===== src/include/elem_consts.svh =====
// Drive element constants
`ifndef ELEM_CONSTS_SVH
`define ELEM_CONSTS_SVH

// table address widths
`define ENV_AW 8 // envelope table, 256 entries
`define CAR_AW 8 // carrier table, top bits of the phase

// phase accumulator, frequency step and initial phase
`define PHASE_W 16

// one signed I or Q component, also the amplitude
`define SAMPLE_W 16

// pipeline depths in clock cycles
`define RAM_LAT 2 // registered address plus registered data
`define MOD_LAT 3 // products, complex sum, amplitude scale

`endif


===== src/hdl/elem_pkg.sv =====
// Drive element types
`include "elem_consts.svh"

package elem_pkg;

	// one complex sample, x is the real part in the upper half
	typedef struct packed {
		logic signed [`SAMPLE_W-1:0] x;
		logic signed [`SAMPLE_W-1:0] y;
	} iq_t;

	// table word: written raw, read back as an x/y pair by the modulator
	typedef union packed {
		logic [2*`SAMPLE_W-1:0] raw;
		iq_t iq;
	} sample_word_u;

endpackage


===== src/hdl/am_modulator.sv =====
// Complex amplitude modulator
`include "elem_consts.svh"

module am_modulator
	import elem_pkg::*;
(
	input  logic elem,
	input  logic rst_n,
	input  logic gate,
	input  sample_word_u env,
	input  sample_word_u car,
	input  logic signed [`SAMPLE_W-1:0] amp,
	output logic out_valid,
	output iq_t out_iq
);

	localparam int FRAC = `SAMPLE_W - 1; // Q1.15 scaling
	localparam int PW = 2 * `SAMPLE_W;

	logic [`MOD_LAT-1:0] gate_sr;

	// stage 1
	logic signed [PW-1:0] p_xx;
	logic signed [PW-1:0] p_yy;
	logic signed [PW-1:0] p_xy;
	logic signed [PW-1:0] p_yx;
	logic signed [`SAMPLE_W-1:0] amp_s1;

	// stage 2
	logic signed [PW:0] re_full; // one guard bit for full-scale sums
	logic signed [PW:0] im_full;
	logic signed [`SAMPLE_W-1:0] re_q;
	logic signed [`SAMPLE_W-1:0] im_q;
	logic signed [`SAMPLE_W-1:0] amp_s2;

	// stage 3
	logic signed [PW-1:0] scl_x;
	logic signed [PW-1:0] scl_y;

	// four partial products of env * carrier
	always_ff @(posedge elem) begin
		p_xx <= env.iq.x * car.iq.x;
		p_yy <= env.iq.y * car.iq.y;
		p_xy <= env.iq.x * car.iq.y;
		p_yx <= env.iq.y * car.iq.x;
		amp_s1 <= amp; // amplitude rides along with its own samples
	end

	assign re_full = p_xx - p_yy;
	assign im_full = p_xy + p_yx;

	// arithmetic shift by 15, low 16 bits kept and allowed to wrap
	always_ff @(posedge elem) begin
		re_q <= re_full[FRAC +: `SAMPLE_W];
		im_q <= im_full[FRAC +: `SAMPLE_W];
		amp_s2 <= amp_s1;
	end

	assign scl_x = re_q * amp_s2;
	assign scl_y = im_q * amp_s2;

	// output holds its last sample between bursts
	always_ff @(posedge elem) begin
		if (!rst_n) begin
			out_iq <= '0;
		end else if (gate_sr[`MOD_LAT-2]) begin
			out_iq.x <= scl_x[FRAC +: `SAMPLE_W];
			out_iq.y <= scl_y[FRAC +: `SAMPLE_W];
		end
	end

	always_ff @(posedge elem) begin
		if (!rst_n)
			gate_sr <= '0;
		else
			gate_sr <= {gate_sr[`MOD_LAT-2:0], gate};
	end

	assign out_valid = gate_sr[`MOD_LAT-1];

endmodule


===== config.mk =====
export PLATFORM = sky130hd
export DESIGN_NAME = am_modulator
export DESIGN_NICKNAME = d
export VERILOG_FILES = /design/src/hdl/elem_pkg.sv /design/src/hdl/am_modulator.sv
export VERILOG_INCLUDE_DIRS = /design/src /design/src/include
export SDC_FILE = /design/constraint.sdc
export NUM_CORES = 2
export LEC_CHECK = 0
export BUFFER_PORTS_ARGS = -buffer_cell sky130_fd_sc_hd__buf_2
export CAP_MARGIN = 20
export CORE_UTILIZATION = 58
export DETAILED_ROUTE_END_ITERATION = 6
export HOLD_SLACK_MARGIN = 0.15
export PLACE_DENSITY = 0.77
export SETUP_SLACK_MARGIN = 0.02
export SYNTH_ARGS = -nofsm -noshare
export SYNTH_HDL_FRONTEND = slang
export SYNTH_SLANG_ARGS = --single-unit
export TNS_END_PERCENT = 5

===== constraint.sdc =====
create_clock -name elem -period 5.6 [get_ports elem]
set_input_delay 0.28 -clock elem [delete_from_list [all_inputs] [get_ports elem]]
set_output_delay 0.28 -clock elem [all_outputs]
set_load 0.01 [all_outputs]

# Word-level counts from Yosys, hierarchy flattened
# Cells that the tools add are included.
word_totals:
  register_bits: 223
  output_inout_bits: 33
  elab_cells: 19
classes:
  add_sub_neg: 2
  multipliers: 6
op_table:
  columns: ["operator", "n"]
  rows:
  - ["16-bit by 16-bit multiplier with 31-bit output", 6]
  - ["31-bit adder", 1]
  - ["31-bit subtractor", 1]

# Longest topological paths before layout
depth:
  ltp_word: 1
  ltp_mapped: 25
  depth_no_buf: 24

# Least setup slack after synthesis
# OpenSTA, ideal clock, no wires.
synth_timing:
  path_type: "input to register"
  start: "in env[15] (netlist name)"
  end: "reg p_yy[30]"
  setup_time_ps: 120
  arrival_time_ps: 5988
  required_ps: 5480
  setup_slack_ps: -508
  stages: 24
  n_path_buf: 2
  cell_sequence: "clkbuf_1 clkbuf_1 nand2_1 inv_1 fa_1 inv_1 fa_1 inv_1 fa_1 fa_1 fa_1 inv_1 fa_1 inv_1 ha_1 a21o_1 a21oi_2 nand2_1 a21o_1 a221o_1 nand2_1 o21ai_1 a21oi_1 xnor2_1"
synth_between:
  elab_chain_len: 1
synth_rtl:
  columns: ["element", "line_no", "text"]
  rows:
  - ["from (decl)", "am_modulator.sv:10", "input sample_word_u env,"]
  - ["16-bit by 16-bit multiplier with 31-bit output", "am_modulator.sv:43", "p_yy <= env.iq.y * car.iq.y;"]
  - ["to (signal assigned)", "am_modulator.sv:43", null]
  - ["to (decl)", "am_modulator.sv:24", "logic signed [PW-1:0] p_yy;"]
# Every way passes these cells.
# A chain may end at the register's enable or synchronous reset.

# Worst setup path after layout
layout_timing:
  start: "reg amp_s2[4]"
  end: "reg out_iq[14] (netlist name)"
layout_between:
  elab_chain_len: 1
layout_rtl:
  columns: ["element", "line_no", "text"]
  rows:
  - ["from (decl)", "am_modulator.sv:34", "logic signed [`SAMPLE_W-1:0] amp_s2;"]
  - ["from (signal assigned)", "am_modulator.sv:56", "amp_s2 <= amp_s1;"]
  - ["16-bit by 16-bit multiplier with 31-bit output", "am_modulator.sv:60", "assign scl_y = im_q * amp_s2;"]
  - ["to (decl)", "am_modulator.sv:14", "output iq_t out_iq"]
# Every way passes these cells.

==> out/metrics.yaml <==
clock_tree:
  h-tree-depth: 1
  clk_latency_ns: 0.66
  cts_tree: "yes"
  cts_root_buf: "clkbuf_16"
  clk_pin_slew_ns: 0.07
  clockBufferDepth: 3
  cts_made_buffers: 30
  clock_sinks: 223
worst_setup_path:
  worstPathMaxFanout: 6
  cpPeakStageDelay_ns: 0.55
  cp.arrival_ns: 6.64
  setup.worst_path.class: "flop to flop"
  crit_path_start_kind: "flop"
  crit_path_frequent_cell: "fa_1"
  slowest_stage: "fa_1"
  path_cells: "buf_12, buf_16, and2_1, fa_1, inv_1, fa_1, fa_1, inv_1, fa_1, fa_1, inv_1, fa_1, inv_1, ha_1, nor3b_2, a21o_1, a21o_1, o211ai_1, buf_4, a31o_4, o211a_4, a21oi_2, xnor2_1, o21ai_1"
  cp.required_ns: 6.12
  end_kind: "flop"
sta:
  hold_viol: 0
  clock.fmax_mhz: 163.6
  min_period_over_period: 1.092
  finalMaxSlewViolations: 0
  finalSetupViolCount: 27
  fin_skew_ns: 0.03656
  fin_tns_setup_ns: -9.079
  min_period_ns: 6.114
  relSlewSlack: 0.3318
  rsz0062_at_grt: "yes"
  finalWorstSetupSlack_ns: -0.5135
  tightest_slew_ns: 1.002
yosys:
  synthesis.nets: 8952
  ys_seq_elements: 223
  async_flop_share: 0
  ys.flop_type: "dfxtp_1"
  synth_cell_types: 71
  syn_area_per_cell_um2: 9.325
  synth_warnings: 0
  synth_top_area_share: 0.4841
  syn_area_um2: 63440
  syn_inst: 6803
  synth_edf_count: 0
  synthTopCellsByArea: "fa_1 48%, ha_1 10%, inv_1 10%, dfxtp_1 7.0%, and2_1 7.0%"
  seq_area_frac_synth: 0.07037
  synth_top_area_cell: "fa_1"
detailed_routing:
  top_layer_used: "met5"
  antenna_left: 0
  drt_iter0_markers: 2895
  via_count: 47803
  totalWireLength_um: 171000
  wl_met2_um: 83700
  firstDrtPassIters: 5
  dr_wl_met3_um: 13940
  wl_met1_um: 64430
  avgRoutedWirePerCell_um: 19.10
  viasPerCell: 5.341
  drcViolationCount: 0
grt:
  grt_pass1_vias: 54789
  antenna_found_initial: 15
  grt_max_degree: 37
  grt_pass1_wl_um: 282800
  grt_overflow: 0
  grt_use_total: 0.3258
floorplanning:
  rows: 120
  ios: 116
  chipWidth_um: 332.7
  dieHeight_um: 332.7
  core-area_um2: 107800
  die_area_um2: 110700
  start_util: 0.5885
cells_and_area:
  syn_to_final_growth_pct: 16.37
  layout-drive-gt1-share: 0.1542
  stdcell_count: 8950
  final_common_cell: "inv_1"
  fillCellCount: 7899
  final_cell_mix: "1683 x inv_1, 1518 x fa_1, 807 x nand2_1"
  nets: 9669
job:
  drv_cap: 0
run_status:
  failed_checks: "negative setup slack"
  status: "finished, violations left"
placement:
  hpwl_um: 146000
  place.gp.congestion: 0.9753
  portBuffers: 115
  dp_cells: 8859
worst_hold_path:
  min-delay-path-class: "input port to flop"
## synth_stat cells (all sizes together), types with 2 or more instances
cell,n
o22a,2
nor3,24
a21boi,8
a211oi,19
dfxtp,223
o22ai,7
inv,1695
xor2,49
fa,1534
nor2,158
nor2b,32
a311oi,2
o41ai,2
nand3,37
or3,5
and2,710
clkbuf,282
or2,4
ha,532
a221o,4
mux2i,20
o21a,16
and3,14
nand2b,53
nand3b,8
o2111ai,6
a21oi,132
o31ai,4
a2111oi,3
a211o,5
o21ai,84
nand4,15
and4,3
o21bai,15
o211ai,8
nand2,812
xnor2,182
a21o,64
a31oi,8
a31o,5
## flip-flops by register name, indices dropped and copies added, names as in the netlist
| signal | count |
|---|---|
| gate_sr | 3 |
| p_yy | 31 |
| p_yx | 31 |
| p_xx | 31 |
| re_q | 16 |
| amp_s2 | 16 |
| im_q | 16 |
| amp_s1 | 16 |
| out_iq | 32 |
| p_xy | 31 |
## cell type report
type	instances	area, um^2	area share
Multi-Input combinational cell	4602	52110	0.7059
Timing Repair Buffer	968	8044	0.1090
Inverter	1695	6362	0.08618
Sequential cell	223	4491	0.06083
Tap cell	1403	1755	0.02378
Clock buffer	33	782.0	0.01059
Clock inverter	23	272.8	0.003695
Antenna cell	3	7.507	0.0001017
## final timing paths
check	depth (start not counted)	end	slack (ns)	startpoint
min reg2reg	0	amp_s2[0]	0.33	amp_s1[0]
max	24	out_iq[14]	-0.51	amp_s2[4]
max reg2reg	24	out_iq[14]	-0.51	amp_s2[4]
min	2	amp_s1[10]	0.26	amp[10]
## through the flow
| step | area [um^2] | utilization | hold slack (ns) | worst slack (ns) |
|---|---|---|---|---|
| detailed placement | 71880 | 0.6668 | 0.3135 | -0.6406 |
| CTS | 73490 | 0.6817 | 0.2356 | -0.4631 |
| floorplan | 63610 | - | 0.3077 | -0.05712 |
| global route | 73820 | 0.6847 | 0.2562 | -0.6998 |
| global placement | 71880 | 0.6668 | 0.3114 | -0.6054 |
| finish | 73820 | 0.6848 | 0.2587 | -0.5135 |
## worst max-delay path, delay by kind of cell, from the launching register on
| family | cells | cell delay, ns |
|---|---|---|
| fa+ha+maj | 7 | 3.25 |
| compound gates | 7 | 1.17 |
| simple gates | 2 | 0.40 |
| flops | 1 | 0.36 |
| buf+inv | 7 | 0.65 |
| xor+xnor | 1 | 0.12 |
## per-layer routing
metal | GRT usage | vias up
met5 | 0 | -
met4 | 0.1466 | 12
met1 | 0.4019 | 24294
met2 | 0.5589 | 1809
li1 | - | 21201
met3 | 0.05714 | 487
## cell families after synthesis
logic type | count (synthesis) | share of synthesized area
multiplexers | 21 | 0.003333
adder cells (fa/ha/maj) | 2066 | 0.5890
AO/OA/AOI/OAI | 406 | 0.04223
buffers and inverters | 1978 | 0.1170
flip-flops | 223 | 0.07037
AND/OR/NAND/NOR | 1878 | 0.1461
XOR/XNOR | 231 | 0.03189
## timing repair
action,in CTS,in global routing
pin swaps,53,54
hold buffers,18,0
endpoints found under the hold margin,18,0
gates resized for setup,69,93
setup buffers,8,6
setup endpoints to repair,30,59
cloned,1,0
Power is left out: the tool's default activity adds up to more than one toggle a clock period on the data nets, which glitch-free logic cannot reach.
