[config.mk]
export PLATFORM = sky130hd
export DESIGN_NAME = env_sequencer
export DESIGN_NICKNAME = d
export VERILOG_FILES = /design/src/hdl/env_sequencer.sv
export VERILOG_INCLUDE_DIRS = /design/src /design/src/include
export SDC_FILE = /design/constraint.sdc
export NUM_CORES = 1
export LEC_CHECK = 0
export BUFFER_PORTS_ARGS = -buffer_cell sky130_fd_sc_hd__clkbuf_2
export CAP_MARGIN = 20
export CORE_UTILIZATION = 54
export CTS_CLUSTER_DIAMETER = 40
export DETAILED_ROUTE_END_ITERATION = 8
export PLACE_DENSITY = 0.88
export SETUP_SLACK_MARGIN = 0.3
export SLEW_MARGIN = 20
export SYNTH_ARGS = -nofsm -noshare
export SYNTH_HDL_FRONTEND = slang
export SYNTH_SLANG_ARGS = --single-unit
[constraint.sdc]
create_clock -name elem -period 2.8 [get_ports elem]
set_input_delay 0.14 -clock elem [delete_from_list [all_inputs] [get_ports elem]]
set_output_delay 0.14 -clock elem [all_outputs]
set_load 0.01 [all_outputs]
[src/include/elem_consts.svh]
// Drive element constants
`ifndef ELEM_CONSTS_SVH
`define ELEM_CONSTS_SVH

// table address widths
`define ENV_AW 8 // envelope table, 256 entries
`define CAR_AW 8 // carrier table, top bits of the phase

// phase accumulator, frequency step and initial phase
`define PHASE_W 16

// one signed I or Q component, also the amplitude
`define SAMPLE_W 16

// pipeline depths in clock cycles
`define RAM_LAT 2 // registered address plus registered data
`define MOD_LAT 3 // products, complex sum, amplitude scale

`endif

[src/hdl/env_sequencer.sv]
// Envelope and carrier sequencer
`include "elem_consts.svh"

module env_sequencer (
	input  logic elem,
	input  logic rst_n,
	input  logic cmd_stb,
	input  logic [`ENV_AW-1:0] env_start,
	input  logic [`ENV_AW-1:0] env_length,
	input  logic signed [`SAMPLE_W-1:0] amp,
	input  logic [`PHASE_W-1:0] freq_step,
	input  logic [`PHASE_W-1:0] phase_init,
	output logic [`ENV_AW-1:0] env_addr,
	output logic [`CAR_AW-1:0] car_addr,
	output logic sample_gate,
	output logic signed [`SAMPLE_W-1:0] amp_hold,
	output logic busy
);

	logic accept;
	logic [`ENV_AW-1:0] remaining; // samples still to issue
	logic [`ENV_AW-1:0] next_addr;
	logic [`PHASE_W-1:0] next_phase;
	logic [`PHASE_W-1:0] phase;
	logic [`PHASE_W-1:0] step_lat;
	logic signed [`SAMPLE_W-1:0] amp_lat;

	// a strobe counts only when idle and with a non-zero length
	assign accept = cmd_stb && !busy && (env_length != '0);

	always_ff @(posedge elem) begin
		if (!rst_n) begin
			busy <= 1'b0;
			sample_gate <= 1'b0;
			remaining <= '0;
			next_addr <= '0;
			next_phase <= '0;
			env_addr <= '0;
			phase <= '0;
		end else if (accept) begin
			busy <= 1'b1;
			remaining <= env_length;
			next_addr <= env_start;
			next_phase <= phase_init;
		end else if (busy) begin
			if (remaining != '0) begin
				sample_gate <= 1'b1;
				env_addr <= next_addr;
				phase <= next_phase;
				next_addr <= next_addr + 1'b1; // wraps past the table end
				next_phase <= next_phase + step_lat;
				remaining <= remaining - 1'b1;
			end else begin
				// last address went out on the previous cycle
				sample_gate <= 1'b0;
				busy <= 1'b0;
			end
		end
	end

	// command fields that are only needed while the burst runs
	always_ff @(posedge elem) begin
		if (accept) begin
			step_lat <= freq_step;
			amp_lat <= amp;
		end
	end

	// amplitude follows the issued addresses, so it changes only when
	// the next burst puts out its first sample
	always_ff @(posedge elem) begin
		if (busy && remaining != '0)
			amp_hold <= amp_lat;
	end

	assign car_addr = phase[`PHASE_W-1 -: `CAR_AW]; // coarse phase indexes the cos/sin table

endmodule

---- After elaboration in Yosys (flattened, before gate mapping) ----
Cells that the tools add are included.
storage, ports and cells
  word-level logic and storage cells ...... 37
  bits in registers ....................... 106
  bits of input ports ..................... 67
  output and inout port bits .............. 34
cells by class
  add/sub/neg operators ................... 3
  multiplexer cells ....................... 12
  reduce and logical (&&, ||, !) cells .... 11
  bitwise gates (word level) .............. 1
operator list
  kind                                                                 count
  16-bit 2-to-1 mux                                                    3
  8-bit 2-to-1 mux                                                     6
  16-bit adder                                                         1
  8-bit nonzero test                                                   2
  8-bit by 1-bit adder with 8-bit output (second input constant)       1
  8-bit by 1-bit subtractor with 8-bit output (second input constant)  1
  2-bit AND reduction                                                  2
  2-bit nonzero test                                                   2
  1-bit logical AND                                                    3
  1-bit 2-to-1 mux                                                     3
  3-bit AND reduction                                                  1
  1-bit logical NOT                                                    1
  1-bit NOT                                                            1

---- Logic depth before layout (Yosys ltp) ----
  depth after elaboration ................. 5
  gate-level depth with buffers ........... 10
  gate-level depth less buffers ........... 9

---- Least setup slack after synthesis ----
No wires, ideal clock.
  kind .................................... flip-flop to flip-flop
  start ................................... register busy
  end ..................................... register next_phase[3]
  arrival time ............................ 2203 ps
  period minus slack after synthesis ...... 2278 ps
  data required time ...................... 2724 ps
  path slack .............................. 522 ps
  library setup time ...................... 76 ps
  cell stages (with the launch flop) ...... 6
  cells stage by stage .................... dfxtp_1 > a211o_1 > inv_1 > clkbuf_1 > a22oi_1 > a21boi_0
on the way
  longest elaborated chain between the ends .. 5
ends and longest elaborated chain
  item                                RTL line             source
  start: declaration                  env_sequencer.sv:17  output logic busy
  start signal: assignment            env_sequencer.sv:33  busy <= 1'b0;
  start signal: assignment            env_sequencer.sv:41  busy <= 1'b1;
  start signal: assignment            env_sequencer.sv:56  busy <= 1'b0;
  1-bit logical NOT (*)               env_sequencer.sv:29  assign accept = cmd_stb && !busy && (env_length != '0);
  1-bit logical AND (*) (2 in a row)  env_sequencer.sv:29
  via accept                          env_sequencer.sv:20  logic accept;
  2-bit nonzero test (no line)        -
  2-bit AND reduction (no line)       -
  end signal: assignment              env_sequencer.sv:44  next_phase <= phase_init;
  end signal: assignment              env_sequencer.sv:51  next_phase <= next_phase + step_lat;
  end: declaration                    env_sequencer.sv:23  logic [`PHASE_W-1:0] next_phase;
The timed path passes the listed nets; every way through them passes the cells marked *.
A chain may end at the register's enable or synchronous reset.

---- Worst setup path after layout ----
  start ................................... register remaining[2]
  end ..................................... register next_addr[3]
on the way
  longest elaborated chain between the ends .. 3
ends and longest elaborated chain
  item                           RTL line             source
  start: declaration             env_sequencer.sv:21  logic [`ENV_AW-1:0] remaining;
  start signal: assignment       env_sequencer.sv:42  remaining <= env_length;
  start signal: assignment       env_sequencer.sv:52  remaining <= remaining - 1'b1;
  8-bit nonzero test             env_sequencer.sv:46  if (remaining != '0) begin
  2-bit nonzero test (no line)   -
  2-bit AND reduction (no line)  -
  end signal: assignment         env_sequencer.sv:43  next_addr <= env_start;
  end signal: assignment         env_sequencer.sv:50  next_addr <= next_addr + 1'b1;
  end: declaration               env_sequencer.sv:22  logic [`ENV_AW-1:0] next_addr;
Every way passes these cells.

==> impl_metrics.toml <==
[hold_path]
min_to = "next_phase[2]"
hold_path_class = "input port to register"
hp-start = "phase_init[2]"
min_path_cells = 3

[timing]
slew_violations = 0
hold_violations = 0
max_freq_mhz = 411
fin_crit_ns = 2.44
rsz0062_at_grt = "yes"
setup_viol = 0
tns_ns = 0
fin_worst_skew_ns = 0.0118
hold_ws_ns = 0.0380
tightest_slew_ns = 0.450
relSlewSlack_pct = 69.7
post-route-period-util_pct = 87.0

[place]
dp.cells = 598
place.gp.congestion = 0.950
hpwl_mm = 7.03
port_buffers = 100

[clocking]
cts_tree = "yes"
cts.path.max_buffers = 2
cts_buffers = 9
htree_levels = 3
cts.sinks = 98
root_buffer = "clkbuf_8"
clkTransAtPathRegs_ns = 0.10
clkLatencyLatePin_ns = 0.38

[synth]
ys_ff_latch = 98
synth_compound_area_share_pct = 20.0
yosys-top-cells-area = "edfxtp_1, dfxtp_1, ha_1"
ys_seq_area_share_pct = 55.5
post-synth-top-count-cell = "nand2_1"
synth-async-reset-ratio_pct = 0
synth_simple_gate_area_share_pct = 13.4
muxShareOfSynthArea_pct = 0
synth_top_area_cell = "edfxtp_1"
synth_cell_types = 53
synth.top_cell.area_share_pct = 32.8
synth_nets = 494
synth-xor-area-share_pct = 2.39
synth_edf_count = 48
syn_area_per_cell_um2 = 10.8
netlist_area_um2 = 4400
synth_top_family_by_area = "compound AO/OA/AOI/OAI gates"
ys_top_cells_by_count = "nand2_1, dfxtp_1, edfxtp_1"
ys.warnings.count = 0
syn_inst = 408
synth_fa_ha_area_share_pct = 5.57
ys.flop_type = "dfxtp_1"

[die]
core-area_um2 = 7810
start_util_pct = 56.3
die_h_um = 92.3
die-area_um2 = 8510
io_pins = 101
die_x_um = 92.3
rows = 32

[critical_path]
critPathRequiredTime_ns = 3.07
rrSetupSlack_ns = 0.36
crit_fanout = 50
critPathKind = "register to register"
endpoint_kind = "register"
regToRegStartpoint = "remaining[2]"
startpoint_type = "register"
ff2ff_path_depth = 6
arrival_ns = 2.70
rr_endpoint = "next_addr[3]"

[detailed_routing]
drtPass1Iterations = 5
drc_errors = 0
vias_per_cell = 5.77
wl_per_cell_um = 17.4
drt-total-wl_mm = 11.3
via_count = 3768
ant_nets = 0
drt_iter0_drc = 216

[pwr]
power_leakage_nw = 2.35
power.density_nw_per_um2 = 642
ir_worst_vdd_v = 0.000362

[global_route]
grt_use_total_pct = 26.5
grt_max_degree = 51
overflow = 0
grt_pass1_wl_mm = 17.2
first_global_vias = 3623
antenna_found_initial = 0

[final_layout]
post-route-util_pct = 72.0
fill_cells = 523
area_growth_pct = 27.8
antenna_cells = 0
final_cells = 653
drive_above_1_share_pct = 25.8
nNetsFinal = 632

[job]
drv_cap = 0

[outcome]
status = "complete, no violations"
per-stage QoR:
stage / instance area [µm²] / power, mW / worst slack (ns)
floorplan: 4400 / 2.30 / 0.522
global placement: 4990 / 2.48 / 0.504
detailed placement: 4990 / 2.53 / 0.326
CTS: 5540 / 3.54 / 0.303
global route: 5620 / 3.77 / 0.206
finish: 5620 / 3.61 / 0.365
timing repair:
action,4_1_cts,5_1_grt
setup endpoints to repair,0,16
gates resized for setup,0,16
hold buffers,33,0
endpoints found under the hold margin,33,0
setup buffers,0,4
power breakdown:
group | switching (mW) | leakage [nW] | internal (mW)
registers | 0.0942 | 0.865 | 1.65
clock network | 0.557 | 0.107 | 0.439
logic | 0.488 | 1.37 | 0.380
total | 1.14 | 2.35 | 2.47
state kept, by name, indices dropped and copies added, names as in the netlist:
name / flops
sample_gate: 1
busy: 1
remaining: 8
next_addr: 8
step_lat: 16
amp_hold: 16
env_addr: 8
phase: 8
next_phase: 16
amp_lat: 16
critical path, stage by stage, from the launching register on:
cell      delay, ns
dfxtp_1        0.36
or4_4          0.59
o41ai_4        0.42
buf_8          0.34
o21ai_0        0.18
a221oi_1       0.33
nor2b_1        0.09
metal layers:
metal | track usage (%) | vias up | part of all wire, %
met2 | 47.7 | 166 | 52
met4 | 10.9 | 0 | 3.4
li1 | - | 1783 | -
met1 | 31.0 | 1786 | 38
met3 | 4.64 | 33 | 6.4
met5 | 0 | - | 0
area by class of cell:
| cell class | instances | area (µm²) | share of cell area, % |
|---|---|---|---|
| repair inverters | 1 | 5.00 | 0.0890 |
| clock inverters | 7 | 93.8 | 1.67 |
| multi-input cells | 280 | 1840 | 32.7 |
| repair buffers | 147 | 945 | 16.8 |
| flip-flops and latches | 98 | 2440 | 43.4 |
| well taps | 102 | 128 | 2.27 |
| inverters | 9 | 47.5 | 0.846 |
| clock buffers | 9 | 124 | 2.20 |
how the worst max path moves through the flow:
stage	startpoint	to	slack, ns	cells after the start
after detailed placement	remaining[2]	remaining[5]	0.33	6
after CTS	remaining[2]	remaining[5]	0.30	6
final	remaining[2]	next_addr[3]	0.36	6
after global placement	remaining[2]	remaining[5]	0.50	6
after floorplan	busy	next_phase[3]	0.52	5
after global routing	remaining[2]	next_addr[3]	0.21	6
cells in the final DEF, fill, tap and decap left out, drive strengths merged, types with 3 or more instances in the layout:
master,netlist,routed
a21oi,18,18
edfxtp,48,48
dfxtp,50,50
a22oi,9,9
a21o,8,8
buf,9,14
inv,9,12
dlygate4sd3,0,33
a21boi,28,28
nor2,15,15
nor3b,4,4
nand2,55,55
o21a,3,3
nor2b,9,9
nor3,7,7
a221oi,9,9
o21ai,27,27
and3,5,5
a31oi,4,4
and2,5,5
clkbuf,12,109
ha,18,18
o211ai,4,4
xnor2,10,10
nand3,11,11
cells by family (layout without fill, tap and decap cells):
family / count (synthesis) / in the layout
AOI/OAI and AO/OA: 126 / 126
and+or+nand+nor: 123 / 123
DFF: 98 / 98
buffers and inverters: 30 / 173
adders and majority gates: 19 / 19
xor gates and xnor gates: 12 / 12
Note: power is estimated with default switching activity, not from simulation.
